**src/hdl/simd_alu_macros.svh**
```systemverilog
////////////////////////////////////////
// SIMD ALU constants
// Widths, lane counts, credits, limits
////////////////////////////////////////
`ifndef SIMD_ALU_MACROS_SVH
`define SIMD_ALU_MACROS_SVH

// Data word and lane split
`define SIMD_XLEN        32
`define SIMD_BYTE_LANES  4
`define SIMD_HALF_LANES  2

// Flow control
`define SIMD_REQ_DEPTH   4
`define SIMD_OUT_CREDITS 2

// Lane saturation limits, two's complement patterns
`define SIMD_SAT_S8_MIN  8'h80
`define SIMD_SAT_S8_MAX  8'h7f
`define SIMD_SAT_S16_MIN 16'h8000
`define SIMD_SAT_S16_MAX 16'h7fff
`define SIMD_SAT_U8_MAX  8'hff
`define SIMD_SAT_U16_MAX 16'hffff

`endif

```
**src/hdl/simd_alu_pkg.sv**
```systemverilog
////////////////////////////////////////
// SIMD ALU types
// Operation codes, lane word views and
// request, control and result structs
////////////////////////////////////////
`include "simd_alu_macros.svh"

package simd_alu_pkg;

  // Even codes are byte forms, odd codes halfword forms
  typedef enum logic [5:0] {
    ADD8,    ADD16,    SUB8,    SUB16,
    RADD8,   RADD16,   RSUB8,   RSUB16,
    KADD8,   KADD16,   KSUB8,   KSUB16,
    UKADD8,  UKADD16,  UKSUB8,  UKSUB16,
    CMPEQ8,  CMPEQ16,  SCMPLT8, SCMPLT16,
    UCMPLT8, UCMPLT16, SMIN8,   SMIN16,
    SMAX8,   SMAX16,   UMIN8,   UMIN16,
    UMAX8,   UMAX16,   SLL8,    SLL16,
    SRL8,    SRL16,    SRA8,    SRA16
  } simd_op_e;

  // One word, decoded as bytes or halfwords by lane width
  typedef union packed {
    logic [`SIMD_BYTE_LANES-1:0][`SIMD_XLEN/`SIMD_BYTE_LANES-1:0] bytes;
    logic [`SIMD_HALF_LANES-1:0][`SIMD_XLEN/`SIMD_HALF_LANES-1:0] halves;
  } simd_word_u;

  typedef struct packed {
    simd_op_e   op;
    simd_word_u a;
    simd_word_u b;
  } simd_req_t;

  typedef enum logic [1:0] {ADDER, COMPARE, MINMAX, SHIFT} simd_unit_e;

  typedef enum logic [1:0] {ADD_WRAP, ADD_HALVE, ADD_SAT} simd_add_mode_e;

  typedef enum logic [1:0] {SH_LEFT, SH_RLOG, SH_RARITH} simd_shift_e;

  typedef struct packed {
    logic           width8;
    logic           is_signed;
    logic           sub;
    simd_add_mode_e add_mode;
    logic           cmp_less;    // Less-than mask, else equal mask
    logic           is_max;
    simd_shift_e    shift_kind;
    simd_unit_e     unit;
  } simd_ctrl_t;

  typedef struct packed {
    logic [`SIMD_XLEN-1:0] data;
    logic                  ov;
  } simd_result_t;

endpackage

```
**src/hdl/simd_alu_top.sv**
```systemverilog
////////////////////////////////////////
// Packed-SIMD ALU top
// Credit queue, decode stage, units and
// registered result with output credits
////////////////////////////////////////
`timescale 1ns/1ps
`include "simd_alu_macros.svh"

module simd_alu_top (
  input  logic                       clk_i,
  input  logic                       rst_n_i,
  input  logic                       req_valid_i,
  input  simd_alu_pkg::simd_req_t    req_i,
  output logic                       req_credit_o,
  output logic                       rsp_valid_o,
  output simd_alu_pkg::simd_result_t rsp_o,
  input  logic                       rsp_credit_i
);

  localparam int CNT_W = $clog2(`SIMD_OUT_CREDITS + 1);

  simd_alu_pkg::simd_req_t  head;
  logic                     not_empty;
  logic                     pop;
  logic [CNT_W-1:0]         credit_cnt;
  simd_alu_pkg::simd_ctrl_t dec_ctrl;

  logic                     s1_valid;
  simd_alu_pkg::simd_ctrl_t s1_ctrl;
  simd_alu_pkg::simd_word_u s1_a;
  simd_alu_pkg::simd_word_u s1_b;

  logic [`SIMD_XLEN-1:0]    add_sum;
  logic                     add_ov;
  logic [`SIMD_XLEN-1:0]    cmp_mask;
  logic [`SIMD_XLEN-1:0]    cmp_minmax;
  logic [`SIMD_XLEN-1:0]    shift_res;
  simd_alu_pkg::simd_result_t res;

  simd_req_queue i_queue (
    .clk_i        (clk_i),
    .rst_n_i      (rst_n_i),
    .push_i       (req_valid_i),
    .push_data_i  (req_i),
    .pop_i        (pop),
    .head_o       (head),
    .not_empty_o  (not_empty),
    .req_credit_o (req_credit_o)
  );

  ////////////////////////////////////////
  // Release and output credits
  ////////////////////////////////////////
  // A release reserves one output slot
  assign pop = not_empty && (credit_cnt != '0);

  always_ff @(posedge clk_i) begin
    if (!rst_n_i) begin
      credit_cnt <= CNT_W'(`SIMD_OUT_CREDITS);
    end else if (pop && !rsp_credit_i) begin
      credit_cnt <= credit_cnt - 1'b1;
    end else if (!pop && rsp_credit_i) begin
      credit_cnt <= credit_cnt + 1'b1;
    end
  end

  ////////////////////////////////////////
  // Stage 1 decode register
  ////////////////////////////////////////
  simd_op_decoder i_decoder (
    .op_i   (head.op),
    .ctrl_o (dec_ctrl)
  );

  always_ff @(posedge clk_i) begin
    if (!rst_n_i) begin
      s1_valid <= 1'b0;
    end else begin
      s1_valid <= pop;
    end
  end

  always_ff @(posedge clk_i) begin
    if (pop) begin
      s1_ctrl <= dec_ctrl;
      s1_a    <= head.a;
      s1_b    <= head.b;
    end
  end

  // Lane units
  simd_lane_adder i_adder (
    .a_i    (s1_a),
    .b_i    (s1_b),
    .ctrl_i (s1_ctrl),
    .sum_o  (add_sum),
    .ov_o   (add_ov)
  );

  simd_lane_compare i_compare (
    .a_i      (s1_a),
    .b_i      (s1_b),
    .ctrl_i   (s1_ctrl),
    .mask_o   (cmp_mask),
    .minmax_o (cmp_minmax)
  );

  // Shift amount is the low nibble of operand b
  simd_lane_shifter i_shifter (
    .a_i     (s1_a),
    .amt_i   (s1_b.bytes[0][3:0]),
    .ctrl_i  (s1_ctrl),
    .shift_o (shift_res)
  );

  ////////////////////////////////////////
  // Stage 2 result mux and register
  ////////////////////////////////////////
  always_comb begin
    case (s1_ctrl.unit)
      simd_alu_pkg::COMPARE: res.data = cmp_mask;
      simd_alu_pkg::MINMAX:  res.data = cmp_minmax;
      simd_alu_pkg::SHIFT:   res.data = shift_res;
      default:               res.data = add_sum;
    endcase
    // Overflow only means something for saturating adds
    res.ov = add_ov && (s1_ctrl.unit == simd_alu_pkg::ADDER)
                    && (s1_ctrl.add_mode == simd_alu_pkg::ADD_SAT);
  end

  always_ff @(posedge clk_i) begin
    if (!rst_n_i) begin
      rsp_valid_o <= 1'b0;
    end else begin
      rsp_valid_o <= s1_valid;
    end
  end

  always_ff @(posedge clk_i) begin
    if (s1_valid) begin
      rsp_o <= res;
    end
  end

endmodule

```
**src/hdl/simd_lane_adder.sv**
```systemverilog
////////////////////////////////////////
// Lane adder
// Split-carry add/sub with wrap, halving
// and saturating results
////////////////////////////////////////
`timescale 1ns/1ps
`include "simd_alu_macros.svh"

module simd_lane_adder (
  input  simd_alu_pkg::simd_word_u a_i,
  input  simd_alu_pkg::simd_word_u b_i,
  input  simd_alu_pkg::simd_ctrl_t ctrl_i,
  output logic [`SIMD_XLEN-1:0]    sum_o,
  output logic                     ov_o
);

  logic [`SIMD_XLEN-1:0]         b_x;
  logic [`SIMD_BYTE_LANES-1:0][8:0] bsum;
  logic [`SIMD_BYTE_LANES-1:0]   top;
  logic [`SIMD_BYTE_LANES-1:0]   s_ov;
  logic [`SIMD_BYTE_LANES-1:0]   u_ov;
  logic [`SIMD_BYTE_LANES-1:0]   clamp;
  logic [`SIMD_XLEN-1:0]         wrap_res;
  logic [`SIMD_XLEN-1:0]         half_res;
  logic [`SIMD_XLEN-1:0]         sat_res;
  logic [7:0]                    lim8;
  logic [15:0]                   lim16;
  logic                          carry;
  logic                          cin;

  // Subtract as a + ~b + 1
  assign b_x = ctrl_i.sub ? ~b_i : b_i;

  ////////////////////////////////////////
  // Byte adders
  ////////////////////////////////////////
  always_comb begin
    carry = 1'b0;
    for (int i = 0; i < `SIMD_BYTE_LANES; i++) begin
      // Carry crosses into odd bytes only inside a halfword lane
      cin     = (ctrl_i.width8 || (i % 2 == 0)) ? ctrl_i.sub : carry;
      bsum[i] = {1'b0, a_i.bytes[i]} + {1'b0, b_x[8*i +: 8]} + {8'd0, cin};
      carry   = bsum[i][8];
      // Ninth bit of the sign-extended result
      top[i]  = a_i.bytes[i][7] ^ b_x[8*i+7] ^ bsum[i][8];
      s_ov[i] = top[i] ^ bsum[i][7];
      // Carry out on add, missing carry (borrow) on sub
      u_ov[i] = bsum[i][8] ^ ctrl_i.sub;
      wrap_res[8*i +: 8] = bsum[i][7:0];
    end
  end

  ////////////////////////////////////////
  // Halving and saturation per lane
  ////////////////////////////////////////
  always_comb begin
    clamp = '0;
    lim8  = '0;
    lim16 = '0;
    if (ctrl_i.width8) begin
      for (int i = 0; i < `SIMD_BYTE_LANES; i++) begin
        half_res[8*i +: 8] = {top[i], bsum[i][7:1]};
        clamp[i] = ctrl_i.is_signed ? s_ov[i] : u_ov[i];
        if (ctrl_i.is_signed) begin
          lim8 = top[i] ? `SIMD_SAT_S8_MIN : `SIMD_SAT_S8_MAX;
        end else begin
          lim8 = ctrl_i.sub ? 8'h00 : `SIMD_SAT_U8_MAX;
        end
        sat_res[8*i +: 8] = clamp[i] ? lim8 : bsum[i][7:0];
      end
    end else begin
      for (int h = 0; h < `SIMD_HALF_LANES; h++) begin
        // Upper byte of each halfword holds the lane sign and carry
        half_res[16*h +: 16] = {top[2*h+1], bsum[2*h+1][7:0], bsum[2*h][7:1]};
        clamp[2*h+1] = ctrl_i.is_signed ? s_ov[2*h+1] : u_ov[2*h+1];
        if (ctrl_i.is_signed) begin
          lim16 = top[2*h+1] ? `SIMD_SAT_S16_MIN : `SIMD_SAT_S16_MAX;
        end else begin
          lim16 = ctrl_i.sub ? 16'h0000 : `SIMD_SAT_U16_MAX;
        end
        sat_res[16*h +: 16] = clamp[2*h+1] ? lim16 : {bsum[2*h+1][7:0], bsum[2*h][7:0]};
      end
    end
  end

  always_comb begin
    case (ctrl_i.add_mode)
      simd_alu_pkg::ADD_HALVE: sum_o = half_res;
      simd_alu_pkg::ADD_SAT:   sum_o = sat_res;
      default:                 sum_o = wrap_res;
    endcase
  end

  assign ov_o = |clamp;

endmodule

```
**src/hdl/simd_lane_compare.sv**
```systemverilog
////////////////////////////////////////
// Lane comparator
// Equal and less-than masks, min/max
////////////////////////////////////////
`timescale 1ns/1ps
`include "simd_alu_macros.svh"

module simd_lane_compare (
  input  simd_alu_pkg::simd_word_u a_i,
  input  simd_alu_pkg::simd_word_u b_i,
  input  simd_alu_pkg::simd_ctrl_t ctrl_i,
  output logic [`SIMD_XLEN-1:0]    mask_o,
  output logic [`SIMD_XLEN-1:0]    minmax_o
);

  // One flag per byte, halfword results copied into both bytes
  logic [`SIMD_BYTE_LANES-1:0] eq;
  logic [`SIMD_BYTE_LANES-1:0] lt;
  logic [`SIMD_BYTE_LANES-1:0] hit;

  always_comb begin
    if (ctrl_i.width8) begin
      for (int i = 0; i < `SIMD_BYTE_LANES; i++) begin
        eq[i] = (a_i.bytes[i] == b_i.bytes[i]);
        lt[i] = ctrl_i.is_signed ? ($signed(a_i.bytes[i]) < $signed(b_i.bytes[i]))
                                 : (a_i.bytes[i] < b_i.bytes[i]);
      end
    end else begin
      for (int h = 0; h < `SIMD_HALF_LANES; h++) begin
        eq[2*h] = (a_i.halves[h] == b_i.halves[h]);
        lt[2*h] = ctrl_i.is_signed ? ($signed(a_i.halves[h]) < $signed(b_i.halves[h]))
                                   : (a_i.halves[h] < b_i.halves[h]);
        eq[2*h+1] = eq[2*h];
        lt[2*h+1] = lt[2*h];
      end
    end
  end

  assign hit = ctrl_i.cmp_less ? lt : eq;

  // Widen flags to lane masks and pick a or b per byte
  always_comb begin
    for (int i = 0; i < `SIMD_BYTE_LANES; i++) begin
      mask_o[8*i +: 8] = {8{hit[i]}};
      // Min keeps a when a < b, max keeps a otherwise
      minmax_o[8*i +: 8] = (lt[i] ^ ctrl_i.is_max) ? a_i.bytes[i] : b_i.bytes[i];
    end
  end

endmodule

```
**src/hdl/simd_lane_shifter.sv**
```systemverilog
////////////////////////////////////////
// Lane shifter
// Per-lane SLL, SRL and SRA
////////////////////////////////////////
`timescale 1ns/1ps
`include "simd_alu_macros.svh"

module simd_lane_shifter (
  input  simd_alu_pkg::simd_word_u a_i,
  input  logic [3:0]               amt_i,
  input  simd_alu_pkg::simd_ctrl_t ctrl_i,
  output logic [`SIMD_XLEN-1:0]    shift_o
);

  // Each lane shifts on its own, so no bit leaves its lane and
  // arithmetic shifts see only the lane's own sign
  always_comb begin
    if (ctrl_i.width8) begin
      for (int i = 0; i < `SIMD_BYTE_LANES; i++) begin
        case (ctrl_i.shift_kind)
          simd_alu_pkg::SH_RLOG:
            shift_o[8*i +: 8] = a_i.bytes[i] >> amt_i[2:0];
          simd_alu_pkg::SH_RARITH:
            shift_o[8*i +: 8] = $signed(a_i.bytes[i]) >>> amt_i[2:0];
          default:
            shift_o[8*i +: 8] = a_i.bytes[i] << amt_i[2:0];
        endcase
      end
    end else begin
      for (int h = 0; h < `SIMD_HALF_LANES; h++) begin
        case (ctrl_i.shift_kind)
          simd_alu_pkg::SH_RLOG:
            shift_o[16*h +: 16] = a_i.halves[h] >> amt_i;
          simd_alu_pkg::SH_RARITH:
            shift_o[16*h +: 16] = $signed(a_i.halves[h]) >>> amt_i;
          default:
            shift_o[16*h +: 16] = a_i.halves[h] << amt_i;
        endcase
      end
    end
  end

endmodule

```
**src/hdl/simd_op_decoder.sv**
```systemverilog
////////////////////////////////////////
// Operation decoder
// Op code to lane width, sign and unit
////////////////////////////////////////
`timescale 1ns/1ps

module simd_op_decoder (
  input  simd_alu_pkg::simd_op_e   op_i,
  output simd_alu_pkg::simd_ctrl_t ctrl_o
);

  always_comb begin
    ctrl_o            = '0;
    // Lane width sits in the low code bit
    ctrl_o.width8     = ~op_i[0];
    ctrl_o.add_mode   = simd_alu_pkg::ADD_WRAP;
    ctrl_o.shift_kind = simd_alu_pkg::SH_LEFT;
    ctrl_o.unit       = simd_alu_pkg::ADDER;

    case (op_i)
      simd_alu_pkg::SUB8, simd_alu_pkg::SUB16: begin
        ctrl_o.sub = 1'b1;
      end
      simd_alu_pkg::RADD8, simd_alu_pkg::RADD16: begin
        ctrl_o.is_signed = 1'b1;
        ctrl_o.add_mode  = simd_alu_pkg::ADD_HALVE;
      end
      simd_alu_pkg::RSUB8, simd_alu_pkg::RSUB16: begin
        ctrl_o.is_signed = 1'b1;
        ctrl_o.sub       = 1'b1;
        ctrl_o.add_mode  = simd_alu_pkg::ADD_HALVE;
      end
      simd_alu_pkg::KADD8, simd_alu_pkg::KADD16: begin
        ctrl_o.is_signed = 1'b1;
        ctrl_o.add_mode  = simd_alu_pkg::ADD_SAT;
      end
      simd_alu_pkg::KSUB8, simd_alu_pkg::KSUB16: begin
        ctrl_o.is_signed = 1'b1;
        ctrl_o.sub       = 1'b1;
        ctrl_o.add_mode  = simd_alu_pkg::ADD_SAT;
      end
      simd_alu_pkg::UKADD8, simd_alu_pkg::UKADD16: begin
        ctrl_o.add_mode = simd_alu_pkg::ADD_SAT;
      end
      simd_alu_pkg::UKSUB8, simd_alu_pkg::UKSUB16: begin
        ctrl_o.sub      = 1'b1;
        ctrl_o.add_mode = simd_alu_pkg::ADD_SAT;
      end

      // Compares
      simd_alu_pkg::CMPEQ8, simd_alu_pkg::CMPEQ16: begin
        ctrl_o.unit = simd_alu_pkg::COMPARE;
      end
      simd_alu_pkg::SCMPLT8, simd_alu_pkg::SCMPLT16: begin
        ctrl_o.unit      = simd_alu_pkg::COMPARE;
        ctrl_o.cmp_less  = 1'b1;
        ctrl_o.is_signed = 1'b1;
      end
      simd_alu_pkg::UCMPLT8, simd_alu_pkg::UCMPLT16: begin
        ctrl_o.unit     = simd_alu_pkg::COMPARE;
        ctrl_o.cmp_less = 1'b1;
      end

      // Min and max
      simd_alu_pkg::SMIN8, simd_alu_pkg::SMIN16: begin
        ctrl_o.unit      = simd_alu_pkg::MINMAX;
        ctrl_o.is_signed = 1'b1;
      end
      simd_alu_pkg::SMAX8, simd_alu_pkg::SMAX16: begin
        ctrl_o.unit      = simd_alu_pkg::MINMAX;
        ctrl_o.is_signed = 1'b1;
        ctrl_o.is_max    = 1'b1;
      end
      simd_alu_pkg::UMIN8, simd_alu_pkg::UMIN16: begin
        ctrl_o.unit = simd_alu_pkg::MINMAX;
      end
      simd_alu_pkg::UMAX8, simd_alu_pkg::UMAX16: begin
        ctrl_o.unit   = simd_alu_pkg::MINMAX;
        ctrl_o.is_max = 1'b1;
      end

      // Shifts
      simd_alu_pkg::SLL8, simd_alu_pkg::SLL16: begin
        ctrl_o.unit = simd_alu_pkg::SHIFT;
      end
      simd_alu_pkg::SRL8, simd_alu_pkg::SRL16: begin
        ctrl_o.unit       = simd_alu_pkg::SHIFT;
        ctrl_o.shift_kind = simd_alu_pkg::SH_RLOG;
      end
      simd_alu_pkg::SRA8, simd_alu_pkg::SRA16: begin
        ctrl_o.unit       = simd_alu_pkg::SHIFT;
        ctrl_o.shift_kind = simd_alu_pkg::SH_RARITH;
        ctrl_o.is_signed  = 1'b1;
      end
      default: ;
    endcase
  end

endmodule

```
**src/hdl/simd_req_queue.sv**
```systemverilog
////////////////////////////////////////
// Request queue
// Circular buffer, one credit per release
////////////////////////////////////////
`timescale 1ns/1ps
`include "simd_alu_macros.svh"

module simd_req_queue (
  input  logic                    clk_i,
  input  logic                    rst_n_i,
  input  logic                    push_i,
  input  simd_alu_pkg::simd_req_t push_data_i,
  input  logic                    pop_i,
  output simd_alu_pkg::simd_req_t head_o,
  output logic                    not_empty_o,
  output logic                    req_credit_o
);

  localparam int PTR_W = $clog2(`SIMD_REQ_DEPTH);

  simd_alu_pkg::simd_req_t mem [`SIMD_REQ_DEPTH];
  logic [PTR_W-1:0]        wr_ptr;
  logic [PTR_W-1:0]        rd_ptr;
  logic [PTR_W:0]          count;

  // Storage
  always_ff @(posedge clk_i) begin
    if (push_i) begin
      mem[wr_ptr] <= push_data_i;
    end
  end

  // Pointers, fill level and credit return
  always_ff @(posedge clk_i) begin
    if (!rst_n_i) begin
      wr_ptr       <= '0;
      rd_ptr       <= '0;
      count        <= '0;
      req_credit_o <= 1'b0;
    end else begin
      if (push_i) begin
        wr_ptr <= wr_ptr + 1'b1;
      end
      if (pop_i) begin
        rd_ptr <= rd_ptr + 1'b1;
      end
      if (push_i && !pop_i) begin
        count <= count + 1'b1;
      end else if (!push_i && pop_i) begin
        count <= count - 1'b1;
      end
      req_credit_o <= pop_i;
    end
  end

  assign head_o      = mem[rd_ptr];
  assign not_empty_o = (count != '0);

endmodule

```
**config.mk**
```make
export PLATFORM = sky130hd
export DESIGN_NAME = simd_alu_top
export DESIGN_NICKNAME = d
export VERILOG_FILES = /design/src/hdl/simd_alu_pkg.sv /design/src/hdl/simd_alu_top.sv /design/src/hdl/simd_lane_adder.sv /design/src/hdl/simd_lane_compare.sv /design/src/hdl/simd_lane_shifter.sv /design/src/hdl/simd_op_decoder.sv /design/src/hdl/simd_req_queue.sv
export VERILOG_INCLUDE_DIRS = /design/src /design/src/hdl
export SDC_FILE = /design/constraint.sdc
export NUM_CORES = 1
export LEC_CHECK = 0
export ABC_AREA = 1
export ABC_CLOCK_PERIOD_IN_PS = 4500
export BUFFER_PORTS_ARGS = -buffer_cell sky130_fd_sc_hd__buf_2
export CAP_MARGIN = 10
export CORE_MARGIN = 8
export CORE_UTILIZATION = 58
export CTS_BUF_LIST = sky130_fd_sc_hd__clkbuf_8
export DETAILED_ROUTE_END_ITERATION = 16
export PLACE_DENSITY = 0.78
export SYNTH_ARGS = -nofsm -noshare
export SYNTH_HDL_FRONTEND = slang
export SYNTH_SLANG_ARGS = --single-unit
```
**constraint.sdc**
```tcl
create_clock -name clk_i -period 4.5 [get_ports clk_i]
set_clock_uncertainty 0.1 [all_clocks]
set_input_delay 0.9 -clock clk_i [delete_from_list [all_inputs] [get_ports clk_i]]
set_output_delay 0.9 -clock clk_i [all_outputs]
set_load 0.02 [all_outputs]
```
==> flow_metrics.py, run 1 <==
metrics = {
    "placed_design": {
        "io_buffers": 108,
        "gp_congestion": 1.06,
        "dp_hpwl_um": 53600,
    },
    "yosys": {
        "synth_commonest_cells": "677 x nand2_1, 388 x edfxtp_1, 295 x nand3_1",
        "synthTopCellsByArea": "edfxtp_1 50%, nand2_1 11%, nand3_1 6.3%, o21ai_0 5.0%, nor2_1 4.1%",
        "ys_seq_area_share_pct": 51.2,
        "async_flop_share_pct": 0,
        "ys_warn_count": 0,
        "yosysTopAreaCellShare_pct": 50.1,
        "synth_most_common_cell": "nand2_1",
        "synth_seq_cells": 401,
        "syn_nets": 2876,
        "syn_inst": 2722,
        "synth_edf_count": 388,
        "syn_area_um2": 23300,
        "synth_top_area_cell": "edfxtp_1",
        "synth-main-ff-cell": "edfxtp_1",
        "avgSynthCellArea_um2": 8.54,
        "synth_cell_types": 52,
    },
    "cells_and_area": {
        "drive_gt1_share_pct": 10.9,
        "n_fill_cell": 3227,
        "register_area_um2": 11900,
        "nets": 2978,
        "area_delta_synth_final_pct": 10.2,
        "multi_input_area_um2": 9930,
    },
    "detailed_routing": {
        "wl_um": 75100,
        "vias_per_cell": 6.10,
        "drtAntennaViolNets": 0,
        "dr.first_iter.drc_count": 2757,
        "post-route-drc-count": 0,
        "vias": 20700,
        "post_drt_wl_per_cell_um": 22.1,
        "drt_pass1_iterations": 6,
    },
    "floorplanning": {
        "dieWidth_um": 216,
        "io_pins": 109,
        "core_area_um2": 39600,
        "num_rows": 73,
        "die-area_um2": 46800,
        "start_util_pct": 58.7,
        "die-height_um": 216,
    },
    "grt": {
        "met2_usage_pct": 47.8,
        "grtUsageMet1_pct": 41.9,
        "grt_pass1_vias": 19000,
        "grt_pass1_wl_um": 112000,
        "track_usage_pct": 31.0,
        "grt_max_degree": 89,
        "grt_overflow_total": 0,
        "grtUsageMet3_pct": 5.71,
        "top_usage_layer": "met2",
        "antenna_found_initial": 2,
    },
    "clocking": {
        "cts_root_buf": "clkbuf_8",
        "htreeDepth": 3,
        "cts_hold_buf": 0,
        "numCtsBuffers": 66,
        "cts_tree": "yes",
        "clk_path_buf_depth": 3,
        "clock_latency_ps": 600,
        "cts_num_sinks": 401,
        "clk_pin_slew_worst_paths_ps": 60,
    },
    "critical_path": {
        "required_ps": 4740,
        "crit_buf_inv": 2,
        "cp_common_cell": "nand2_1",
        "slowest_stage": "fa_1",
        "timing.critical_path.to_type": "flop",
        "crit_path_start_kind": "flop",
        "reg2reg_slack_ps": 280,
        "crit_cells": 25,
        "arrival_ps": 4460,
        "ff2ff_path_depth": 25,
        "cpPeakStageDelay_ps": 440,
        "path_delay_family": "simple AND/OR/NAND/NOR gates",
        "crit_type": "flop to flop",
        "cp_max_fo": 16,
    },
    "sta": {
        "min_period_ps": 4220,
        "drv_slew": 0,
        "period_share_pct": 93.8,
        "fmax_ghz": 0.237,
        "rsz0062_at_grt": "no",
        "tns_ps": 0,
        "maxSlewHeadroom_pct": 26.1,
        "hold_viol": 0,
        "setup_viol": 0,
        "tightest_slew_ps": 1110,
    },
    "outcome": {
        "status": "complete, no violations",
    },
    "worst_hold_path": {
        "worstHoldPathCells": 2,
        "hold_path.class": "flop to flop",
    },
    "flow_run": {
        "cap_violations": 0,
    },
}
-- final cells by class --
type / instances / share of cell area, %
clock inverters: 47 / 1.15
inverters: 241 / 3.56
flip-flops and latches: 401 / 46.5
clock buffers: 67 / 3.60
well taps: 525 / 2.56
diodes: 1 / 0.00977
multi-input cells: 1959 / 38.8
repair buffers: 155 / 3.85
-- sequential cells by signal, summed over array words and instances, names as in the netlist, 2 cells and up, named ones only --
| name | flops |
|---|---|
| credit_cnt | 2 |
| i_queue.count | 3 |
| i_queue.mem | 280 |
| i_queue.rd_ptr | 2 |
| i_queue.wr_ptr | 2 |
| rsp_o | 33 |
| s1_a | 32 |
| s1_b | 32 |
| s1_ctrl | 11 |
-- timing repair --
action	CTS	global route
hold endpoints to repair	0	0
endpoints found under the setup margin	0	31
buffers inserted	0	1
resized for setup	0	18
-- cell families (layout without fill, tap and decap cells) --
group | count (synthesis) | in the layout | share of synthesized area, %
AO/OA/AOI/OAI | 525 | 525 | 12.4
XOR/XNOR | 50 | 50 | 1.88
adder cells (fa/ha/maj) | 80 | 80 | 4.53
buffers and inverters | 363 | 510 | 6.33
flip-flops | 401 | 401 | 51.2
multiplexers | 1 | 1 | 0.0430
other | 0 | 1 | 0
AND/OR/NAND/NOR | 1302 | 1303 | 23.6
-- metrics by stage --
step / std cells / hold slack, ps / util [%] / instance area [um^2] / setup slack, ps
after floorplan: 2722 / 336 / - / 23300 / 247
after global placement: 3278 / 343 / 61.3 / 24300 / 243
after detailed placement: 3278 / 355 / 61.3 / 24300 / 110
after CTS: 3392 / 364 / 64.4 / 25500 / 123
after global routing: 3395 / 380 / 64.6 / 25600 / 32.5
final: 3396 / 367 / 64.6 / 25600 / 278
-- cells in the final DEF, fill, tap and decap left out, types with 40 or more instances in the layout --
master,instances
o21ai_1,41
nand3_1,292
inv_1,246
ha_1,73
o22ai_1,71
clkbuf_8,67
nand2_1,677
edfxtp_1,388
a21oi_1,120
buf_4,40
nor2_1,252
buf_2,108
o21ai_0,232
-- final timing paths --
path	to	startpoint
setup / recovery	rsp_o[2]	s1_ctrl[8]
hold / removal	flop	i_queue.rd_ptr[1]
setup reg to reg	rsp_o[2]	s1_ctrl[8]
hold reg to reg	flop	i_queue.rd_ptr[1]
-- tightest hold or removal path, cell delays in order, from the launching register on --
cell     delay (ps)
dfxtp_1         290
inv_1            60
a21oi_1          70
-- routing by layer --
metal	share of wire, %	routed length [um]
met5	0.027	20
met4	5.2	3880
met3	9.5	7170
met2	45	33600
met1	40	30300
Power of run 1 is left out: the tool's default activity adds up to more than one toggle a clock period on the data nets, which glitch-free logic cannot reach.
==> run 2, diff against run 1 <==
- ABC_AREA: 1 -> 0
==> run 2 against run 1 <==
The flow now finishes with violations (setup timing). Highest routed layer unchanged. Critical path depth shrank 6. Flip-flop and latch count is the same. Worst hold slack gained 15 ps.
==> flow_metrics.py, run 2 <==
metrics = {
    "grt": {
        "antenna_found_initial": 2,
        "grt_overflow_total": 0,
        "grt_pass1_vias": 17100,
        "grt_max_degree": 76,
        "grt_pass1_wl_um": 105000,
        "track_usage_pct": 29.4,
    },
    "floorplanning": {
        "core_area_um2": 39500,
        "num_rows": 73,
        "start_util_pct": 58.5,
        "io_pins": 109,
        "die-height_um": 216,
        "die-area_um2": 46500,
        "dieWidth_um": 216,
    },
    "placed_design": {
        "dp_hpwl_um": 48600,
        "dpl_cell_area_um2": 25000,
        "gp_congestion": 1.02,
        "io_buffers": 108,
    },
    "sta": {
        "drv_slew": 0,
        "fmax_ghz": 0.203,
        "period_share_pct": 109,
        "tightest_slew_ps": 1120,
        "rsz0062_at_grt": "yes",
        "maxSlewHeadroom_pct": 25.1,
        "hold_viol": 0,
        "finalWorstSetupSlack_ps": -424,
        "min_period_ps": 4920,
        "setup_viol": 32,
    },
    "detailed_routing": {
        "wl_um": 70600,
        "drt_pass1_iterations": 6,
        "dr.first_iter.drc_count": 2422,
        "vias": 17800,
        "drtAntennaViolNets": 0,
        "post-route-drc-count": 0,
        "post_drt_wl_per_cell_um": 26.6,
        "vias_per_cell": 6.68,
    },
    "yosys": {
        "synth_mux_area_share_pct": 13.7,
        "avgSynthCellArea_um2": 12.4,
        "synth_top_family_by_area": "compound AO/OA/AOI/OAI gates",
        "synth_xor_area_share_pct": 3.14,
        "syn_nets": 2015,
        "synth_edf_count": 388,
        "synth-main-ff-cell": "edfxtp_1",
        "async_flop_share_pct": 0,
        "syn_area_um2": 23100,
        "ys_seq_area_share_pct": 51.5,
        "synth_cell_types": 107,
        "synth-simple-area-share_pct": 8.65,
        "synth_most_common_cell": "edfxtp_1",
        "synthAdderAreaFrac_pct": 4.56,
        "ys_warn_count": 0,
        "synth_seq_cells": 401,
        "synth_commonest_cells": "388 x edfxtp_1, 134 x nand2_1, 116 x a21oi_1",
        "yosysTopAreaCellShare_pct": 50.4,
        "synth_compound_area_share_pct": 15.1,
        "syn_inst": 1861,
        "synth_top_area_cell": "edfxtp_1",
        "synthTopCellsByArea": "edfxtp_1 50%, mux4_2 9.4%, ha_1 3.9%, mux2i_1 3.3%, a21oi_1 2.5%",
    },
    "flow_run": {
        "cap_violations": 0,
    },
    "critical_path": {
        "crit_type": "flop to flop",
        "crit_path_cell_trace": "buf_6 > buf_6 > xor2_1 > ha_1 > and3_4 > a22oi_2 > a21oi_2 > mux2_4 > fa_2 > fa_2 > a211o_1 > a21oi_4 > o221ai_4 > buf_6 > xnor2_4 > a21oi_1 > or3_1 > a32o_1 > o221ai_1",
        "crit_path_start_kind": "flop",
        "cpPeakStageDelay_ps": 400,
        "required_ps": 4820,
        "crit_buf_inv": 3,
        "path_delay_family": "compound AO/OA/AOI/OAI gates",
        "cp_common_cell": "buf_6",
        "cp_max_fo": 6,
        "arrival_ps": 5240,
        "slowest_stage": "edfxtp_1",
        "timing.critical_path.to_type": "flop",
    },
    "clocking": {
        "clk_pin_slew_worst_paths_ps": 70,
        "numCtsBuffers": 68,
        "htreeDepth": 3,
        "cts_tree": "yes",
        "clock_latency_ps": 630,
        "clk_path_buf_depth": 3,
        "cts_root_buf": "clkbuf_8",
        "cts_num_sinks": 401,
    },
    "cells_and_area": {
        "drive_gt1_share_pct": 26.5,
        "design_area_um2": 26700,
        "nets": 2240,
        "final_common_cell": "edfxtp_1",
        "reg.largest.list": "i_queue.mem x280, rsp_o x33",
        "n_fill_cell": 2889,
        "largest_reg_flops": 280,
        "regMostFlops": "i_queue.mem",
        "area_delta_synth_final_pct": 15.5,
        "final_cell_mix": "388 x edfxtp_1, 151 x buf_4, 133 x nand2_1, 112 x a21oi_1, 112 x nor2_1",
        "antenna_cells": 0,
    },
    "worst_hold_path": {
        "hold_path.class": "input pin to flop",
    },
    "outcome": {
        "status": "finished, violations left",
        "violations": "setup timing",
    },
}
-- run 2: cell count changes after synthesis, sizes merged, moves of 59 or more --
cell / change
nand2: -565
nand3: -276
o21ai: -174
inv: -169
nor2: -144
mux4: +97
mux2i: +77
o22ai: -59
-- run 2: per-stage QoR --
step                      instances  setup TNS (ps)  worst slack (ps)  hold WS [ps]  utilization, %
after detailed placement       2524           -9140              -483           387            63.2
after floorplan                1861           -8500              -609           364               -
after global placement         2524           -6760              -360           377            63.2
after global routing           2660          -13220              -573           361            67.5
after CTS                      2655           -5760              -307           334            67.1
final                          2660           -7960              -424           382            67.5
-- run 2: area by class of cell --
cell class	instances	area, um^2	area share, %
Sequential cell	401	11900	44.6
Clock buffer	73	1000	3.76
Inverter	71	267	0.998
Tap cell	525	657	2.46
Timing Repair Buffer	273	1840	6.89
Multi-Input combinational cell	1271	10800	40.3
Clock inverter	46	260	0.974
-- run 2: logic make-up (layout without fill, tap and decap cells) --
kind of cell,Yosys count,in the layout
XOR/XNOR,76,76
AND/OR/NAND/NOR,420,420
adder cells (fa/ha/maj),80,80
flip-flops,401,401
multiplexers,191,191
AO/OA/AOI/OAI,504,504
buffers and inverters,189,463
-- run 2: path summary, 6_finish.rpt --
path | start | endpoint | slack (ps) | cells past startpoint
worst min register to register | i_queue.count[2] | i_queue.count[2] | 400 | 2
worst min-delay path | req_i[24] | i_queue.mem[3][24] | 380 | 1
worst max-delay path | s1_ctrl[8] | rsp_o[5] | -420 | 19
worst max register to register | s1_ctrl[8] | rsp_o[5] | -420 | 19
-- run 2: routing by layer --
layer,track usage (%),vias to the layer above,share of wire [%]
met5,0,-,0.027
met4,9.60,4,3.0
met3,8.43,162,12
met2,43.7,1152,45
met1,41.4,8702,40
li1,-,7741,-
-- run 2: what timing repair did --
| item | in CTS | in global routing |
|---|---|---|
| setup endpoints to repair | 33 | 33 |
| gates resized for setup | 33 | 30 |
| hold buffers | 0 | 0 |
| buffers inserted | 12 | 5 |
| pin swaps | 20 | 23 |
Power of run 2 is left out for the same reason.
